File: config.mk
export PLATFORM = sky130hd
export DESIGN_NAME = port_lane_flat
export DESIGN_NICKNAME = d
export VERILOG_FILES = /design/src/verilog/voq_cfg_pkg.sv /design/src/verilog/voq_frame_pkg.sv /design/src/verilog/lane_if.sv /design/src/verilog/port_lane.sv /design/src/verilog/reg_fifo.sv /design/src/flat_wrapper.sv
export SDC_FILE = /design/constraint.sdc
export NUM_CORES = 1
export LEC_CHECK = 0
export BUFFER_PORTS_ARGS = -buffer_cell sky130_fd_sc_hd__clkbuf_2
export CAP_MARGIN = 20
export CORE_AREA = 2 2 253 255
export CTS_CLUSTER_DIAMETER = 200
export DETAILED_ROUTE_END_ITERATION = 8
export DIE_AREA = 0 0 255 257
export PLACE_DENSITY = 0.85
export SLEW_MARGIN = 20
export SYNTH_ARGS = -nofsm -noshare
export SYNTH_HDL_FRONTEND = slang
export SYNTH_HIERARCHICAL = 1
export SYNTH_SLANG_ARGS = --single-unit
File: constraint.sdc
create_clock -name clk -period 20.3 [get_ports clk]
set_clock_uncertainty 0.15 [all_clocks]
set_input_delay 3.045 -clock clk [delete_from_list [all_inputs] [get_ports clk]]
set_output_delay 3.045 -clock clk [all_outputs]
set_load 0.02 [all_outputs]
File: src/verilog/voq_cfg_pkg.sv
package voq_cfg_pkg;

    localparam int PORT_NUM       = 4;
    localparam int SEL_WIDTH      = $clog2(PORT_NUM);
    localparam int DATA_WIDTH     = 64;
    localparam int PORT_WIDTH     = SEL_WIDTH + DATA_WIDTH;    // Select on top of the data field

    localparam int MAX_PAYLOAD    = 8;                         // Longest legal packet body in words

    localparam int LANE_DEPTH     = 16;
    localparam int HDR_DEPTH      = 16;
    localparam int LANE_CNT_WIDTH = $clog2(LANE_DEPTH + 1);
    localparam int HDR_CNT_WIDTH  = $clog2(HDR_DEPTH + 1);

endpackage

File: src/verilog/voq_frame_pkg.sv
package voq_frame_pkg;

    localparam int LEN_WIDTH   = 8;
    localparam int PRIO_WIDTH  = 2;
    localparam int CRC_WIDTH   = 32;
    localparam int RSVD_WIDTH  = voq_cfg_pkg::DATA_WIDTH - LEN_WIDTH - PRIO_WIDTH - CRC_WIDTH;

    // Header queue entry keeps the length beside the header word
    localparam int HDR_Q_WIDTH = voq_cfg_pkg::PORT_WIDTH + LEN_WIDTH;

    typedef struct packed {
        logic [RSVD_WIDTH-1:0] rsvd;
        logic [LEN_WIDTH-1:0]  length;    // Payload words that follow the header
        logic [PRIO_WIDTH-1:0] prio;
        logic [CRC_WIDTH-1:0]  crc;
    } header_t;

    typedef union packed {
        header_t                             hdr;
        logic [voq_cfg_pkg::DATA_WIDTH-1:0]  raw;
    } data_u;

    typedef struct packed {
        logic [voq_cfg_pkg::SEL_WIDTH-1:0]   sel;
        data_u                               data;
    } word_t;

endpackage

File: src/verilog/lane_if.sv
`timescale 1ns/1ps

interface lane_if;

    logic                   wr_en;
    voq_frame_pkg::word_t   wr_data;
    logic                   room;       // At least one full packet still fits
    logic                   rd_en;
    voq_frame_pkg::word_t   rd_data;    // Head entry, valid while empty is low
    logic                   empty;

    modport parser_mp (
        output wr_en,
        output wr_data,
        input  room
    );

    modport lane_mp (
        input  wr_en,
        input  wr_data,
        output room,
        input  rd_en,
        output rd_data,
        output empty
    );

    modport seq_mp (
        output rd_en,
        input  rd_data,
        input  empty
    );

endinterface

File: src/verilog/port_lane.sv
`timescale 1ns/1ps

module port_lane (
    input  logic        clk,
    input  logic        reset,
    lane_if.lane_mp     lane
);

    logic [voq_cfg_pkg::LANE_CNT_WIDTH-1:0]  count;
    logic [voq_cfg_pkg::PORT_WIDTH-1:0]      fifo_rd_data;
    int                                      free_slots;

    reg_fifo #(
        .WIDTH  (voq_cfg_pkg::PORT_WIDTH),
        .DEPTH  (voq_cfg_pkg::LANE_DEPTH)
    ) i_lane_fifo (
        .clk     (clk),
        .reset   (reset),
        .wr_en   (lane.wr_en),
        .wr_data (lane.wr_data),
        .rd_en   (lane.rd_en),
        .rd_data (fifo_rd_data),
        .full    (),
        .empty   (lane.empty),
        .count   (count)
    );

    assign lane.rd_data = fifo_rd_data;

    // Room means a packet of the longest legal length still fits
    assign free_slots = voq_cfg_pkg::LANE_DEPTH - int'(count);
    assign lane.room  = (free_slots >= voq_cfg_pkg::MAX_PAYLOAD);

endmodule

File: src/verilog/reg_fifo.sv
`timescale 1ns/1ps

module reg_fifo #(
    parameter int WIDTH = 8,
    parameter int DEPTH = 16
) (
    input  logic                          clk,
    input  logic                          reset,
    input  logic                          wr_en,
    input  logic [WIDTH-1:0]              wr_data,
    input  logic                          rd_en,
    output logic [WIDTH-1:0]              rd_data,
    output logic                          full,
    output logic                          empty,
    output logic [$clog2(DEPTH+1)-1:0]    count
);

    logic [WIDTH-1:0]           mem [DEPTH];
    logic [$clog2(DEPTH)-1:0]   wr_ptr;
    logic [$clog2(DEPTH)-1:0]   rd_ptr;
    logic                       do_wr;
    logic                       do_rd;

    function automatic logic [$clog2(DEPTH)-1:0] ptr_next(input logic [$clog2(DEPTH)-1:0] ptr);
        if (int'(ptr) == DEPTH - 1) begin
            return '0;
        end
        return ptr + 1'b1;
    endfunction

    assign do_wr   = wr_en && !full;     // Writes into a full queue are dropped
    assign do_rd   = rd_en && !empty;
    assign full    = (int'(count) == DEPTH);
    assign empty   = (count == '0);
    assign rd_data = mem[rd_ptr];        // Show-ahead head entry

    always_ff @(posedge clk) begin
        if (do_wr) begin
            mem[wr_ptr] <= wr_data;
        end
    end

    always_ff @(posedge clk) begin
        if (reset) begin
            wr_ptr <= '0;
            rd_ptr <= '0;
            count  <= '0;
        end else begin
            if (do_wr) begin
                wr_ptr <= ptr_next(wr_ptr);
            end
            if (do_rd) begin
                rd_ptr <= ptr_next(rd_ptr);
            end
            case ({do_wr, do_rd})
                2'b10:   count <= count + 1'b1;
                2'b01:   count <= count - 1'b1;
                default: count <= count;
            endcase
        end
    end

endmodule

File: src/flat_wrapper.sv
// flat-port wrapper written by rule: the top's interface ports become plain ports
module port_lane_flat 
  (clk, reset, lane_wr_en, lane_wr_data, lane_room, lane_rd_en, lane_rd_data, lane_empty);
  lane_if lane_i ();
  input  logic clk;
  input  logic reset;
  input wire logic [$bits(lane_i.wr_en)-1:0] lane_wr_en;
  input wire logic [$bits(lane_i.wr_data)-1:0] lane_wr_data;
  output wire logic [$bits(lane_i.room)-1:0] lane_room;
  input wire logic [$bits(lane_i.rd_en)-1:0] lane_rd_en;
  output wire logic [$bits(lane_i.rd_data)-1:0] lane_rd_data;
  output wire logic [$bits(lane_i.empty)-1:0] lane_empty;
  assign lane_i.wr_en = lane_wr_en;
  assign lane_i.wr_data = lane_wr_data;
  assign lane_room = lane_i.room;
  assign lane_i.rd_en = lane_rd_en;
  assign lane_rd_data = lane_i.rd_data;
  assign lane_empty = lane_i.empty;
  port_lane u_core (.clk(clk), .reset(reset), .lane(lane_i));
endmodule
Yosys cells after proc, flatten, opt, wreduce, memory -nomap -nowiden
Memories as Yosys holds them, arrays and structs flattened. A register that Yosys moved wholly into a read port is not among the register bits.
Index checks and enable logic that the tools add are counted.
Cells by class
  $add $sub $neg: 5
  order comparisons: 1
  eq/ne operators: 5
  mux-type cells: 15
  reduce and logical (&&, ||, !) cells: 6
Operators with widths (count)
  $ge A32 B5 Y1 const B: 1
  $mux W4: 6
  $pmux W5 S2: 1
  $add A4 B1 Y4 const B: 2
  $eq A4 B1 Y1 const B: 2
  $mux W1: 8
  $sub A5 B5 Y6 const A: 1
  $add A5 B1 Y5 const B: 1
  $eq A5 B5 Y1 const B: 1
  $logic_not A5 Y1: 1
  $sub A5 B1 Y5 const B: 1
  $eq A2 B1 Y1 const B: 1
  $eq A2 B2 Y1 const B: 1
  $logic_and A1 B1 Y1: 2
  $logic_not A1 Y1: 2
  $reduce_bool A2 Y1: 1
Storage, ports and cells
  bits in registers: 13
  memory bits (writable): 1056
  input bits: 70
  output and inout bits: 68
  logic and storage cells: 36
  memories kept: 1
Memories
  u_core.i_lane_fifo.mem: words 16, bits a word 66, read ports 1, clocked after memory_dff 1, wr ports 1, line reg_fifo.sv:18  | logic [WIDTH-1:0] mem [DEPTH];

Logic depth before layout (Yosys ltp)
  word-level depth: 8
  mapped depth: 12
  gate-level depth less buffers: 10

Hierarchy
Netlist, hierarchy kept.
Modules (own cells, without submodules)
  reg_fifo: times used 1, cells each 1737, area an instance 40358.7 µm², sequential area each 32050.7 µm²
  port_lane: times used 1, cells each 2, area an instance 11.3 µm², sequential area each 0.0 µm²

Least setup slack after synthesis
OpenSTA, ideal clock, no wires.
  path kind: input -> register
  from: input lane_wr_en
  to: memory u_core/i_lane_fifo/mem[7][0] (netlist bit), enable pin
  setup time: 0.571 ns
  arrival: 7.772 ns
  required time: 19.579 ns
  slack: 11.807 ns
  stages: 3
  buffers on the path: 0
  cells stage by stage: o21a_4 inv_6 nor3_1
On the way
  cells in the longest elaborated chain, start to end: 3
RTL lines
  start: declaration: line flat_wrapper.sv:7  | input wire logic [$bits(lane_i.wr_en)-1:0] lane_wr_en;
  $logic_and A1 B1 Y1: line reg_fifo.sv:31  | assign do_wr = wr_en && !full;
  $mux W1: line reg_fifo.sv:38  | if (do_wr) begin
  $mux W1 (not written as such): line reg_fifo.sv:39  | mem[wr_ptr] <= wr_data;
  end: declaration: line reg_fifo.sv:18
Every way passes these cells.

==> results.ini <==
[job]
cap_violations=0

[setup_path]
worstSetupPathType=register to output pin
reg2reg_slack_ns=16.82
cp.arrival_ns=4.71
reg2regPathDepth=6
regToRegEndpoint=u_core/i_lane_fifo/mem[15][50]
r2r_start=u_core/i_lane_fifo/count[1]
endpoint_kind=output pin
worstSetupStartpointType=register
path_max_fanout=70
critPathRequiredTime_ns=17.11

[sta]
finalWorstSetupSlack_ns=12.40
fmax_mhz=127
finalHoldViolCount=0
setup_viol=0
grt_setup_unrepaired=false
slew_headroom_pct=25.6
worst_pin_slew_ns=1.12
final.min_clock_period_ns=7.90
setup_tns_ns=0
fin_crit_sh_pct=38.9
slew_violations=0

[global_route]
grt_pass1_wl_um=145000
grt.overflow.total=0
grt_antenna_before_repair=11
first_global_vias=21180
track_usage_pct=31.4
grt_max_degree=127

[power]
swShare_pct=25.6
p_comb_share_pct=17.0
power_switching_mw=1.38
power_density_nw_per_um2=118
clock_power_share_pct=35.5
power.total_mw=5.37
p_leak_nw=14.3
p_seq_share_pct=47.4
internal_power_mw=4.00
ir_drop_uv=92.9

[cells_and_area]
drive_above_1_share_pct=30.5
area_growth_pct=12.4
n_fill_cell=3206
multiInputGateArea_um2=7970
final_area_um2=45400
final-seq-area_um2=32100
nets=1992

[clocking]
numCtsBuffers=102
hold_buffers=0
clock_latency_ns=0.66
clock-root-buffer=clkbuf_16
postCtsSetupRepairBufs=0
cts-resized-gates=0
cts.sinks=1073
cts_tree=done
clock_path_buffers=3
clk_pin_slew_ns=0.06
h-tree-depth=3

[drt]
drtPass1Iterations=5
via_per_inst=7.12
post-route-drc-count=0
wl_per_cell_um=35.3
drt_iter0_markers=2901
drt.antenna.violating_nets=0
wirelength_um=100000
num_vias=20256

[floorplan]
start_util_pct=64.3
coreArea_um2=62700
rows=92
ios=138
die_height_um=257
dieArea_um2=65500
die_w_um=255

[min_path]
hold_path_class=register to register
hp-start=u_core/i_lane_fifo/wr_ptr[0]
whs_path_depth=2
whs_endpoint=u_core/i_lane_fifo/wr_ptr[0]

[place]
routabilityCongestion=0.719
pre_cts_ws_ns=13.32
io_buffers=137
hpwl_um=43300
postPlaceCellArea_um2=42000

[logic_synthesis]
syn_area_um2=40400
yosys_warnings=6
syn_nets=1816
netlist_instances=1738
syn-mean-instance-area_um2=23.2

[outcome]
status=finished, final reports clean

per-stage QoR:
step / hold slack [ns] / instances / util [%]
floorplan: 0.327 / 1738 / -
global placement: 0.343 / 2655 / 67.0
detailed placement: 0.373 / 2655 / 67.0
CTS: 0.384 / 2842 / 72.3
global route: 0.419 / 2845 / 72.3
finish: 0.390 / 2845 / 72.3
layer usage:
metal | part of all wire, % | vias to the layer above | track usage (%)
met5 | 0.15 | - | 0
met4 | 3.7 | 18 | 13.3
met3 | 12 | 291 | 7.36
met2 | 51 | 1626 | 50.6
met1 | 34 | 10529 | 42.0
li1 | - | 7792 | -
critical path, stage by stage (launching register included):
cell	delay [ns]
dfxtp_4	0.89
buf_4	0.89
buf_4	0.94
mux4_2	0.51
a22oi_1	0.26
nand2_1	0.18
clkbuf_2	0.20
cells in the final DEF, fill, tap and decap left out, drive strengths merged, types with 11 or more instances in the layout:
cell,count
edfxtp,1056
mux4,264
clkbuf,256
a22oi,132
nand2,76
clkinv,47
buf,30
dfxtp,17
nor2,12
bufinv,11
inv,11
sequential cells by signal (all words and copies together) (netlist names), named ones only:
name	flops
u_core/i_lane_fifo/count	5
u_core/i_lane_fifo/mem	1056
u_core/i_lane_fifo/rd_ptr	4
u_core/i_lane_fifo/wr_ptr	4
layout make-up:
class                      instances  share of cell area [%]
sequential                      1073                    70.6
multi-input combinational        564                    17.6
clock buffer                     119                    5.91
tap                              846                    2.33
timing repair buffer             167                    2.08
clock inverter                    68                    1.41
inverter                           6                  0.0607
antenna                            2                  0.0110
power by group through the flow:
stage	Clock, mW	Sequential [mW]	Combinational [mW]
CTS	1.92	2.55	0.917
finish	1.91	2.55	0.916
floorplan	0	2.55	0.694
detailed placement	0	2.59	0.891
global placement	0	2.59	0.871
global route	1.99	2.55	0.973
worst max path at each step:
| stage | slack (ns) | cells after the start | endpoint |
|---|---|---|---|
| 3_3_place_gp | 13.29 | 6 | lane_rd_data[2] |
| 4_1_cts | 12.54 | 6 | lane_rd_data[4] |
| 3_5_place_dp | 13.32 | 6 | lane_rd_data[30] |
| 6_report | 12.40 | 6 | lane_rd_data[25] |
| 2_1_floorplan | 11.81 | 3 | u_core/i_lane_fifo/mem[7][0] |
| 5_1_grt | 12.31 | 6 | lane_rd_data[25] |
Note: power is estimated with default switching activity, not from simulation.
