**src/verilog/reg_fifo.sv**
```systemverilog
`timescale 1ns/1ps

module reg_fifo #(
    parameter int WIDTH = 8,
    parameter int DEPTH = 16
) (
    input  logic                          clk,
    input  logic                          reset,
    input  logic                          wr_en,
    input  logic [WIDTH-1:0]              wr_data,
    input  logic                          rd_en,
    output logic [WIDTH-1:0]              rd_data,
    output logic                          full,
    output logic                          empty,
    output logic [$clog2(DEPTH+1)-1:0]    count
);

    logic [WIDTH-1:0]           mem [DEPTH];
    logic [$clog2(DEPTH)-1:0]   wr_ptr;
    logic [$clog2(DEPTH)-1:0]   rd_ptr;
    logic                       do_wr;
    logic                       do_rd;

    function automatic logic [$clog2(DEPTH)-1:0] ptr_next(input logic [$clog2(DEPTH)-1:0] ptr);
        if (int'(ptr) == DEPTH - 1) begin
            return '0;
        end
        return ptr + 1'b1;
    endfunction

    assign do_wr   = wr_en && !full;     // Writes into a full queue are dropped
    assign do_rd   = rd_en && !empty;
    assign full    = (int'(count) == DEPTH);
    assign empty   = (count == '0);
    assign rd_data = mem[rd_ptr];        // Show-ahead head entry

    always_ff @(posedge clk) begin
        if (do_wr) begin
            mem[wr_ptr] <= wr_data;
        end
    end

    always_ff @(posedge clk) begin
        if (reset) begin
            wr_ptr <= '0;
            rd_ptr <= '0;
            count  <= '0;
        end else begin
            if (do_wr) begin
                wr_ptr <= ptr_next(wr_ptr);
            end
            if (do_rd) begin
                rd_ptr <= ptr_next(rd_ptr);
            end
            case ({do_wr, do_rd})
                2'b10:   count <= count + 1'b1;
                2'b01:   count <= count - 1'b1;
                default: count <= count;
            endcase
        end
    end

endmodule

```
**config.mk**
```make
export PLATFORM = sky130hd
export DESIGN_NAME = reg_fifo
export DESIGN_NICKNAME = d
export VERILOG_FILES = /design/src/verilog/reg_fifo.sv
export SDC_FILE = /design/constraint.sdc
export NUM_CORES = 1
export LEC_CHECK = 0
export BUFFER_PORTS_ARGS = -buffer_cell sky130_fd_sc_hd__buf_2
export CAP_MARGIN = 20
export CORE_MARGIN = 2
export CORE_UTILIZATION = 55
export DETAILED_ROUTE_END_ITERATION = 6
export PLACE_DENSITY = 0.84
export SYNTH_ARGS = -nofsm -noshare
export SYNTH_HDL_FRONTEND = slang
export SYNTH_SLANG_ARGS = --single-unit
export TNS_END_PERCENT = 50
```
**constraint.sdc**
```tcl
create_clock -name clk -period 2.9 [get_ports clk]
set_clock_uncertainty 0.15 [all_clocks]
set_input_delay 0.725 -clock clk [delete_from_list [all_inputs] [get_ports clk]]
set_output_delay 0.725 -clock clk [all_outputs]
set_load 0.02 [all_outputs]
```
# Yosys cells after proc, flatten, opt, wreduce, memory -nomap -nowiden
# Memories as Yosys holds them, arrays and structs flattened. A register that Yosys moved wholly into a read port is not among the register bits.
# Cells that the tools add are included.
classes:
  n_addsub: 4
  n_reduce_logical: 6
  muxes: 15
  n_eq_ne: 5
ops:
  columns: ["op", "n"]
  rows:
  - ["$mux 4", 6]
  - ["$pmux 5 s2", 1]
  - ["$add 4x1->4 const B", 2]
  - ["$eq 4x1->1 const B", 2]
  - ["$mux 1", 8]
  - ["$add 5x1->5 const B", 1]
  - ["$eq 5x5->1 const B", 1]
  - ["$logic_not 5->1", 1]
  - ["$sub 5x1->5 const B", 1]
  - ["$eq 2x1->1 const B", 1]
  - ["$eq 2x2->1 const B", 1]
  - ["$logic_and 1x1->1", 2]
  - ["$logic_not 1->1", 2]
  - ["$reduce_bool 2->1", 1]
totals:
  register_bits: 13
  inputBits: 12
  mem_count: 1
  ram_bits: 128
  out_inout_bits: 15
mem_list:
  columns: ["memory", "depth", "width", "read_ports", "rd_ports_with_merged_regs", "write_ports", "line", "source"]
  rows:
  - ["mem", 16, 8, 1, 1, 1, "18", "logic [WIDTH-1:0] mem [DEPTH];"]

# Logic depth before layout (Yosys ltp)
# Gate-level depths: netlist (run 1).
logic_depth:
  word_depth: 8
  ltp_mapped: 12

# Worst setup path after synthesis (run 1)
# Ideal clock, no wire load.
synth_path:
  path_type: "reg2reg"
  start: "register count[1]"
  end: "register count[4]"
  path_slack_ps: 35
  setup_ps: 122
  period_less_slack_ps: 2865
  stages_incl_launch_ff: 13
  arrival_ps: 2592
  required_ps: 2628
  path_cell_list: "dfxtp_1 > buf_6 > or4_4 > buf_6 > o21ai_4 > inv_1 > ha_1 > xor2_1 > ha_1 > nor2b_1 > o32ai_1 > nor3_1 > nand3b_1"
synth_via:
  elab_chain_len: 5
  elab_cells_between_ends: 12
synth_rtl:
  columns: ["item", "line", "source"]
  rows:
  - ["from (decl)", "15", "output logic [$clog2(DEPTH+1)-1:0] count"]
  - ["from (signal assigned)", "56", "2'b10: count <= count + 1'b1;"]
  - ["from (signal assigned)", "57", "2'b01: count <= count - 1'b1;"]
  - ["from (signal assigned)", "58", "default: count <= count;"]
  - ["$eq 5x5->1 / $logic_not 5->1 (equally long branches)", "33, 34", null]
  - ["$logic_not 1->1, on equally long branches", "31, 32", null]
  - ["$logic_and 1x1->1, on equally long branches", "31, 32", null]
  - ["$eq 2x1->1 / $eq 2x2->1 (equally long branches)", "55", "case ({do_wr, do_rd})"]
  - ["$pmux 5 s2 / $reduce_bool 2->1 (equally long branches)", null, null]
# Parallel ways exist; a longest one is shown, timed or not.
# A chain may end at the register's enable or synchronous reset.

==> results of run 1 <==
## metrics by stage
step	std cells	util	power (mW)
CTS	513	0.669	6.28
floorplan	326	-	3.46
detailed placement	480	0.598	3.80
global placement	480	0.598	3.74
global route	515	0.676	6.56
finish	515	0.676	6.33
## flip-flops by register name, indices dropped and copies added, names as in the netlist, named ones only
| register | count |
|---|---|
| count | 5 |
| wr_ptr | 4 |
| mem | 128 |
| rd_ptr | 4 |
## power groups by stage
stage	Combinational, mW	Sequential, mW	Clock (mW)
after floorplan	0.973	2.49	0
after global placement	1.26	2.48	0
after detailed placement	1.30	2.50	0
after CTS	1.39	2.47	2.42
after global routing	1.57	2.49	2.51
final	1.45	2.48	2.40
## cell usage after synthesis
cell / count
mux2_2: 1
buf_2: 4
nand2b_1: 1
ha_1: 8
clkbuf_1: 10
nand3b_1: 3
mux4_2: 32
edfxtp_1: 128
nor4b_1: 1
a41oi_1: 1
o21a_4: 1
buf_1: 2
a211o_1: 1
a311oi_1: 1
mux2i_1: 2
or4_4: 1
a21oi_1: 9
nor2b_1: 5
a311o_1: 1
and4_1: 3
o21ai_4: 1
xnor2_1: 1
nand3_1: 5
dfxtp_1: 17
inv_1: 5
xor2_1: 4
o22ai_1: 1
nor3_1: 5
a22oi_1: 16
and3_1: 7
a21boi_0: 1
o211ai_1: 2
buf_6: 2
or3_1: 3
and2_1: 5
clkinv_4: 1
o21ai_0: 3
nor2_1: 13
nand2_1: 18
o32ai_1: 1
## per-layer routing
| metal | up-vias | routed length [µm] | track usage |
|---|---|---|---|
| li1 | 1394 | - | - |
| met1 | 1605 | 4650 | 0.290 |
| met2 | 146 | 6790 | 0.402 |
| met3 | 22 | 760 | 0.0590 |
| met4 | 0 | 259 | 0.0751 |
| met5 | - | 0 | 0 |
## cells by family after synthesis
| group | after synthesis |
|---|---|
| AND/OR/NAND/NOR | 70 |
| multiplexers | 35 |
| XOR/XNOR | 5 |
| buffers and inverters | 24 |
| adder cells (fa/ha/maj) | 8 |
| AO/OA/AOI/OAI | 39 |
| flip-flops | 145 |
## critical path, cell delays in order (launching register included)
cell	delay [ns]
dfxtp_4	0.44
buf_12	0.16
mux4_2	0.54
a22oi_2	0.23
nand2_1	0.10
buf_6	0.14
## area by class of cell
class / instances / area, µm²
flip-flops and latches: 145 / 4190
fillers: 634 / 3340
multi-input cells: 157 / 1630
clock buffers: 18 / 418
repair buffers: 39 / 309
clock inverters: 14 / 236
well taps: 136 / 170
inverters: 6 / 27.5
## repair_timing
item                                    CTS  global route
resized for setup                        11            10
pin swaps                                 4             4
hold buffers                              0             0
setup buffers                             0             1
endpoints found under the setup margin    8            10
cloned                                    1             1
## path summary, 6_finish.rpt
kind,to,start,cells after the start
setup / recovery,rd_data[5],flop,5
hold / removal,flop,rd_ptr[0]$_SDFFE_PP0N_,2
setup reg to reg,count[2]$_SDFFE_PP0P_,count[3]$_SDFFE_PP0P_,10
hold reg to reg,flop,rd_ptr[0]$_SDFFE_PP0N_,2
## cell usage in the layout, fill, tap and decap left out, types with 7 or more instances in the layout
| cell type | instances |
|---|---|
| mux4_2 | 32 |
| nand2_1 | 18 |
| nor2_1 | 13 |
| a21oi_1 | 9 |
| dfxtp_1 | 16 |
| and3_1 | 7 |
| ha_1 | 7 |
| a22oi_2 | 13 |
| edfxtp_1 | 128 |
| buf_2 | 25 |
| buf_4 | 8 |
| clkbuf_16 | 17 |
==> impl_summary.log, run 1 <==
[metrics] status: finished, violations left
[metrics] violations in the final reports: setup timing
[metrics] root buffer cell: clkbuf_8
[metrics] clk sink count: 145
[metrics] clock insertion delay at the later pin of the skew report: 0.51 ns
[metrics] combinational family with the most area after synthesis: multiplexers
[metrics] number of failing setup endpoints in the final timing report: 8
[metrics] # Max-Cap Violations: 0
[metrics] yosys synthesis warning count: 0
[metrics] clock tree from TritonCTS: done
[metrics] Die Span X: 107 µm
[metrics] largest net degree at the start of global routing: 33
[metrics] effective utilization at floorplan: 0.566
[metrics] worst min-delay path category: reg -> reg
[metrics] sequential area share after synthesis: 0.716
[metrics] Total Wirelength: 12.5 mm
[metrics] slew of the pin with the lowest slew margin: 0.572 ns
[metrics] top cell type by total area after synthesis: edfxtp_1
[metrics] Period Utilization, post-route: 1.03
[metrics] leading cell types by total area after synthesis: edfxtp_1 (66%), mux4_2 (12%), dfxtp_1 (5.8%), a22oi_1 (2.1%), ha_1 (1.7%)
[metrics] initial antenna violation count: 0
[metrics] synthesized area per cell: 17.9 µm²
[metrics] Final GP Congestion: 0.734
[metrics] Post-Syn Instances: 326
[metrics] Setup CP Type: reg -> out
[metrics] number of buffers on the longest clock path: 2
[metrics] deepest level of the CTS H-tree: 4
[metrics] post-synthesis register bit count: 145
[metrics] xor/xnor share of the synthesized area: 0.00749
[metrics] final non-filler cell area: 6980 µm²
[metrics] Final Critical Period: 3.00 ns
[metrics] clock-pin slew of the registers on the worst-case setup and hold paths: 0.06 ns
[metrics] wire length of the first global-routing pass: ~19 mm
[metrics] vias: 3167
[metrics] total track usage: 0.233
[metrics] netlist area before placement: 5850 µm²
[metrics] Core Area: 10300 µm²
[metrics] count of nets left with antenna violations after detail routing: 0
[metrics] data required time at the worst endpoint: 2.03 ns
[metrics] final-layout setup total negative slack: -0.606 ns
[metrics] total CTS buffers: 17
[metrics] total internal power: 4.64 mW
[metrics] detailed router's first-iteration violation count: 347
[metrics] routed wire length per instance: 24.2 µm
[metrics] die area: around 11000 µm²
[metrics] Synth Area in Compound Gates: 0.0488
[metrics] Top Ports: 27
[metrics] normalized max-slew margin: 0.619
[metrics] Worst Path Arrival: 2.12 ns
[metrics] share of cell area taken by muxes after synthesis: 0.129
[metrics] minimum setup slack after placement: 0.113 ns
[metrics] post-route worst setup slack: -0.0979 ns
[metrics] vias in the first global route: 3265
[metrics] number of hold-slack violations in the final timing report: 0
[metrics] share of synthesized cell area in and, or, nand and nor gates: 0.0627
[metrics] net switching share of the total power: 0.267
[metrics] Hold Slack: 0.383 ns
[metrics] RSZ-0062 raised after global routing: yes
[metrics] count of standard-cell rows: 37
[metrics] Final Net Count: 386
[metrics] vias per inst: 6.15
[metrics] net load switching power: 1.69 mW
[metrics] HPWL after DPL: between 6 and 7 mm
[metrics] number of distinct library cells after synthesis: 40
[metrics] Port Buffers: 26
[metrics] number of iterations in the first detailed-routing pass: 5
[metrics] launching element type of the critical path: flop
[metrics] post-synthesis to final-layout area growth: 19.4%
[metrics] proportion of netlist area held by the largest area contributor: 0.657
[metrics] power per standard cell area: 906 nW/µm²
[metrics] number of diodes added for antenna fixing: 0
[metrics] total global routing overflow: 0
[metrics] maximum fanout along the worst path: 6
[metrics] Flop pwr share: 0.391
[metrics] highest achievable clock rate: about 330 MHz
[metrics] Setup crit end kind: output pin
[metrics] Post-Synth Adder-Cell Area: 0.0171
[metrics] register-to-register path setup slack: approximately 0.12 ns
[metrics] maximum vdd drop: around 0.82 mV
[metrics] drc violations: 0
[metrics] Leakage Power: 2.36 nW
[metrics] total nets after synthesis: 346
[metrics] Max Slew Vio Count: 0
[metrics] die span in y: 107 µm
[metrics] Post-DP Area: 6170 µm²
[metrics] share of final-layout standard cells stronger than drive strength 1: 0.327
[metrics] Comb power frac: 0.230
[metrics] Clk network pwr share: 0.379
(Power assumes the default switching activity.)
==> inputs of run 2 (changes only) <==
--- a/config.mk
+++ b/config.mk
@@ -11,6 +11,7 @@
 export CORE_UTILIZATION = 55
 export DETAILED_ROUTE_END_ITERATION = 6
 export PLACE_DENSITY = 0.84
+export SETUP_SLACK_MARGIN = 0.3
 export SYNTH_ARGS = -nofsm -noshare
 export SYNTH_HDL_FRONTEND = slang
 export SYNTH_SLANG_ARGS = --single-unit
==> run 2 against run 1 <==
  * The flow still finishes with violations (setup timing)
  * First-iteration DRC count down 29%
  * Critical path type unchanged
  * Design area down 0.88%
  * Non-clock buffer count up 2
==> impl_summary.log, run 2 (synthesis gave the netlist of run 1 again) <==
[metrics] Die Span X: 107 µm (unchanged)
[metrics] maximum vdd drop: 0.583 mV (-29%)
[metrics] post-route worst setup slack: -0.113 ns (-0.0148 ns)
[metrics] violations in the final reports: setup timing
[metrics] wire length of the first global-routing pass: 17.7 mm (-6.3%)
[metrics] registers with the most flip-flops: mem x128, count x5
[metrics] effective utilization at floorplan: 0.566 (unchanged)
[metrics] number of hold-slack violations in the final timing report: 0 (unchanged)
[metrics] largest net degree at the start of global routing: 33 (unchanged)
[metrics] Total Wirelength: 11.5 mm (-7.8%)
[metrics] number of failing setup endpoints in the final timing report: 8 (unchanged)
[metrics] routed wire length per instance: 22.2 µm (-8.1%)
[metrics] register name with the most flops: mem
[metrics] post-synthesis to final-layout area growth: 18.4%
[metrics] vias per inst: 5.99 (-2.7%)
[metrics] Setup crit end kind: output pin
[metrics] Final Net Count: 388 (+0.52%)
[metrics] total track usage: 0.215 (-0.0179)
[metrics] total global routing overflow: 0 (unchanged)
[metrics] vias in the first global route: 3226 (-1.2%)
[metrics] share of final-layout standard cells stronger than drive strength 1: 0.349 (+0.0219)
[metrics] die area: 11500 µm² (unchanged)
[metrics] Final Core Density: 0.670 (-0.00594)
[metrics] Max Slew Vio Count: 0 (unchanged)
[metrics] Post-DP Area: 6200 µm² (+0.45%)
[metrics] leading cell type in the layout, fill and taps excluded: edfxtp_1
[metrics] die span in y: 107 µm (unchanged)
[metrics] Final Critical Period: 3.01 ns (+0.0148 ns)
[metrics] clk sink count: 145 (unchanged)
[metrics] final non-filler cell area: 6920 µm² (-0.88%)
[metrics] vias: 3095 (-2.3%)
[metrics] launching element type of the critical path: flop
[metrics] maximum fanout along the worst path: 11 (+5)
[metrics] Top Ports: 27 (unchanged)
[metrics] status: finished, violations left
[metrics] clock insertion delay at the later pin of the skew report: 0.52 ns (about the same)
[metrics] most frequent cells in the layout: edfxtp_1 (128), mux4_2 (32), buf_2 (24)
[metrics] initial antenna violation count: 0 (unchanged)
[metrics] Core Area: 10300 µm² (unchanged)
[metrics] root buffer cell: clkbuf_8
[metrics] data required time at the worst endpoint: 2.03 ns (about the same)
[metrics] worst min-delay path category: reg -> reg
[metrics] HPWL after DPL: 7.08 mm (+1.6%)
[metrics] Leakage Power: 2.31 nW (-1.9%)
[metrics] slew of the pin with the lowest slew margin: 0.594 ns (+0.0224 ns)
[metrics] reg2reg path depth: 10 (unchanged)
[metrics] Port Buffers: 26 (unchanged)
[metrics] count of standard-cell rows: 37 (unchanged)
[metrics] highest achievable clock rate: 332 MHz (-0.49%)
[metrics] clock tree from TritonCTS: done
[metrics] RSZ-0062 raised after global routing: yes
[metrics] Final GP Congestion: 0.739 (+0.75%)
[metrics] total CTS buffers: 17 (unchanged)
[metrics] Worst Path Arrival: 2.14 ns (+0.02 ns)
[metrics] filler cell count in the final layout: 637 (+0.47%)
[metrics] power per standard cell area: 867 nW/µm² (-4.3%)
[metrics] Period Utilization, post-route: 1.04 (+0.00511)
[metrics] final-layout setup total negative slack: -0.682 ns (-0.0755 ns)
[metrics] deepest level of the CTS H-tree: 4 (unchanged)
[metrics] number of diodes added for antenna fixing: 0 (unchanged)
[metrics] # Max-Cap Violations: 0 (unchanged)
[metrics] number of flip-flops under the largest register name: 128 (unchanged)
[metrics] clock-pin slew of the registers on the worst-case setup and hold paths: 0.06 ns (about the same)
[metrics] number of buffers on the longest clock path: 2 (unchanged)
[metrics] number of iterations in the first detailed-routing pass: 4 (-1)
[metrics] count of nets left with antenna violations after detail routing: 0 (unchanged)
[metrics] detailed router's first-iteration violation count: 245 (-29%)
[metrics] normalized max-slew margin: 0.604 (-0.0150)
[metrics] drc violations: 0 (unchanged)
[metrics] depth of the worst hold-timing path: 2 (unchanged)
[metrics] Setup CP Type: reg -> out
## run 2: cell types whose count changed in the layout (fill, tap and decap cells not counted), sizes merged
cell      previous run  this run
clkinvlp             4         5
buf                 38        41
clkbuf              19        18
clkinv               4         1
bufinv               6         1
inv                  6        13
## run 2: worst paths after layout
check | start | to | slack [ns]
worst max register to register | count[3]$_SDFFE_PP0P_ | count[2]$_SDFFE_PP0P_ | 0.16
worst min register to register | wr_ptr[0]$_SDFFE_PP0P_ | wr_ptr[0]$_SDFFE_PP0P_ | 0.39
worst min-delay path | wr_ptr[0]$_SDFFE_PP0P_ | wr_ptr[0]$_SDFFE_PP0P_ | 0.39
worst max-delay path | flop | rd_data[2] | -0.11
## run 2: critical path: stages, from the launching register on
cell and delay (ns):
dfxtp_4 0.39, buf_12 0.17, buf_12 0.12, mux4_2 0.50
a22oi_2 0.20, nand2_1 0.07, buf_2 0.16
## run 2: report_power, final
part           switching [mW]  total [mW]  internal, mW
logic                   0.738        1.45         0.716
registers               0.112        2.49          2.38
clock network           0.894        2.06          1.17
total                    1.74        6.00          4.26
## run 2: what timing repair did
item / in CTS / in global routing
resized for setup: 15 / 7
buffers inserted: 4 / 2
setup endpoints to repair: 13 / 13
hold buffers: 0 / 0
pin swaps: 13 / 3
## run 2: layer usage
metal	vias to the layer above	share of wire	global-route usage
met3	16	0.048	0.0456
met4	0	0.016	0.0788
li1	1389	-	-
met1	1595	0.39	0.265
met2	95	0.54	0.377
met5	-	0	0
## run 2: stage by stage
step	total power, mW	hold slack, ns	instances	setup WS, ns
detailed placement	3.84	0.385	479	0.162
global placement	3.78	0.353	479	0.249
finish	6.00	0.391	517	-0.113
CTS	5.98	0.386	515	-0.161
global route	6.23	0.412	517	-0.182
floorplan	3.50	0.327	326	0.184
## run 2: final cells by class
class / instances / area, µm² / area share
timing repair buffer: 41 / 302 / 0.0436
inverter: 6 / 27.5 / 0.00398
clock inverter: 14 / 145 / 0.0210
multi-input combinational: 157 / 1660 / 0.240
clock buffer: 18 / 418 / 0.0604
tap: 136 / 170 / 0.0246
sequential: 145 / 4200 / 0.606
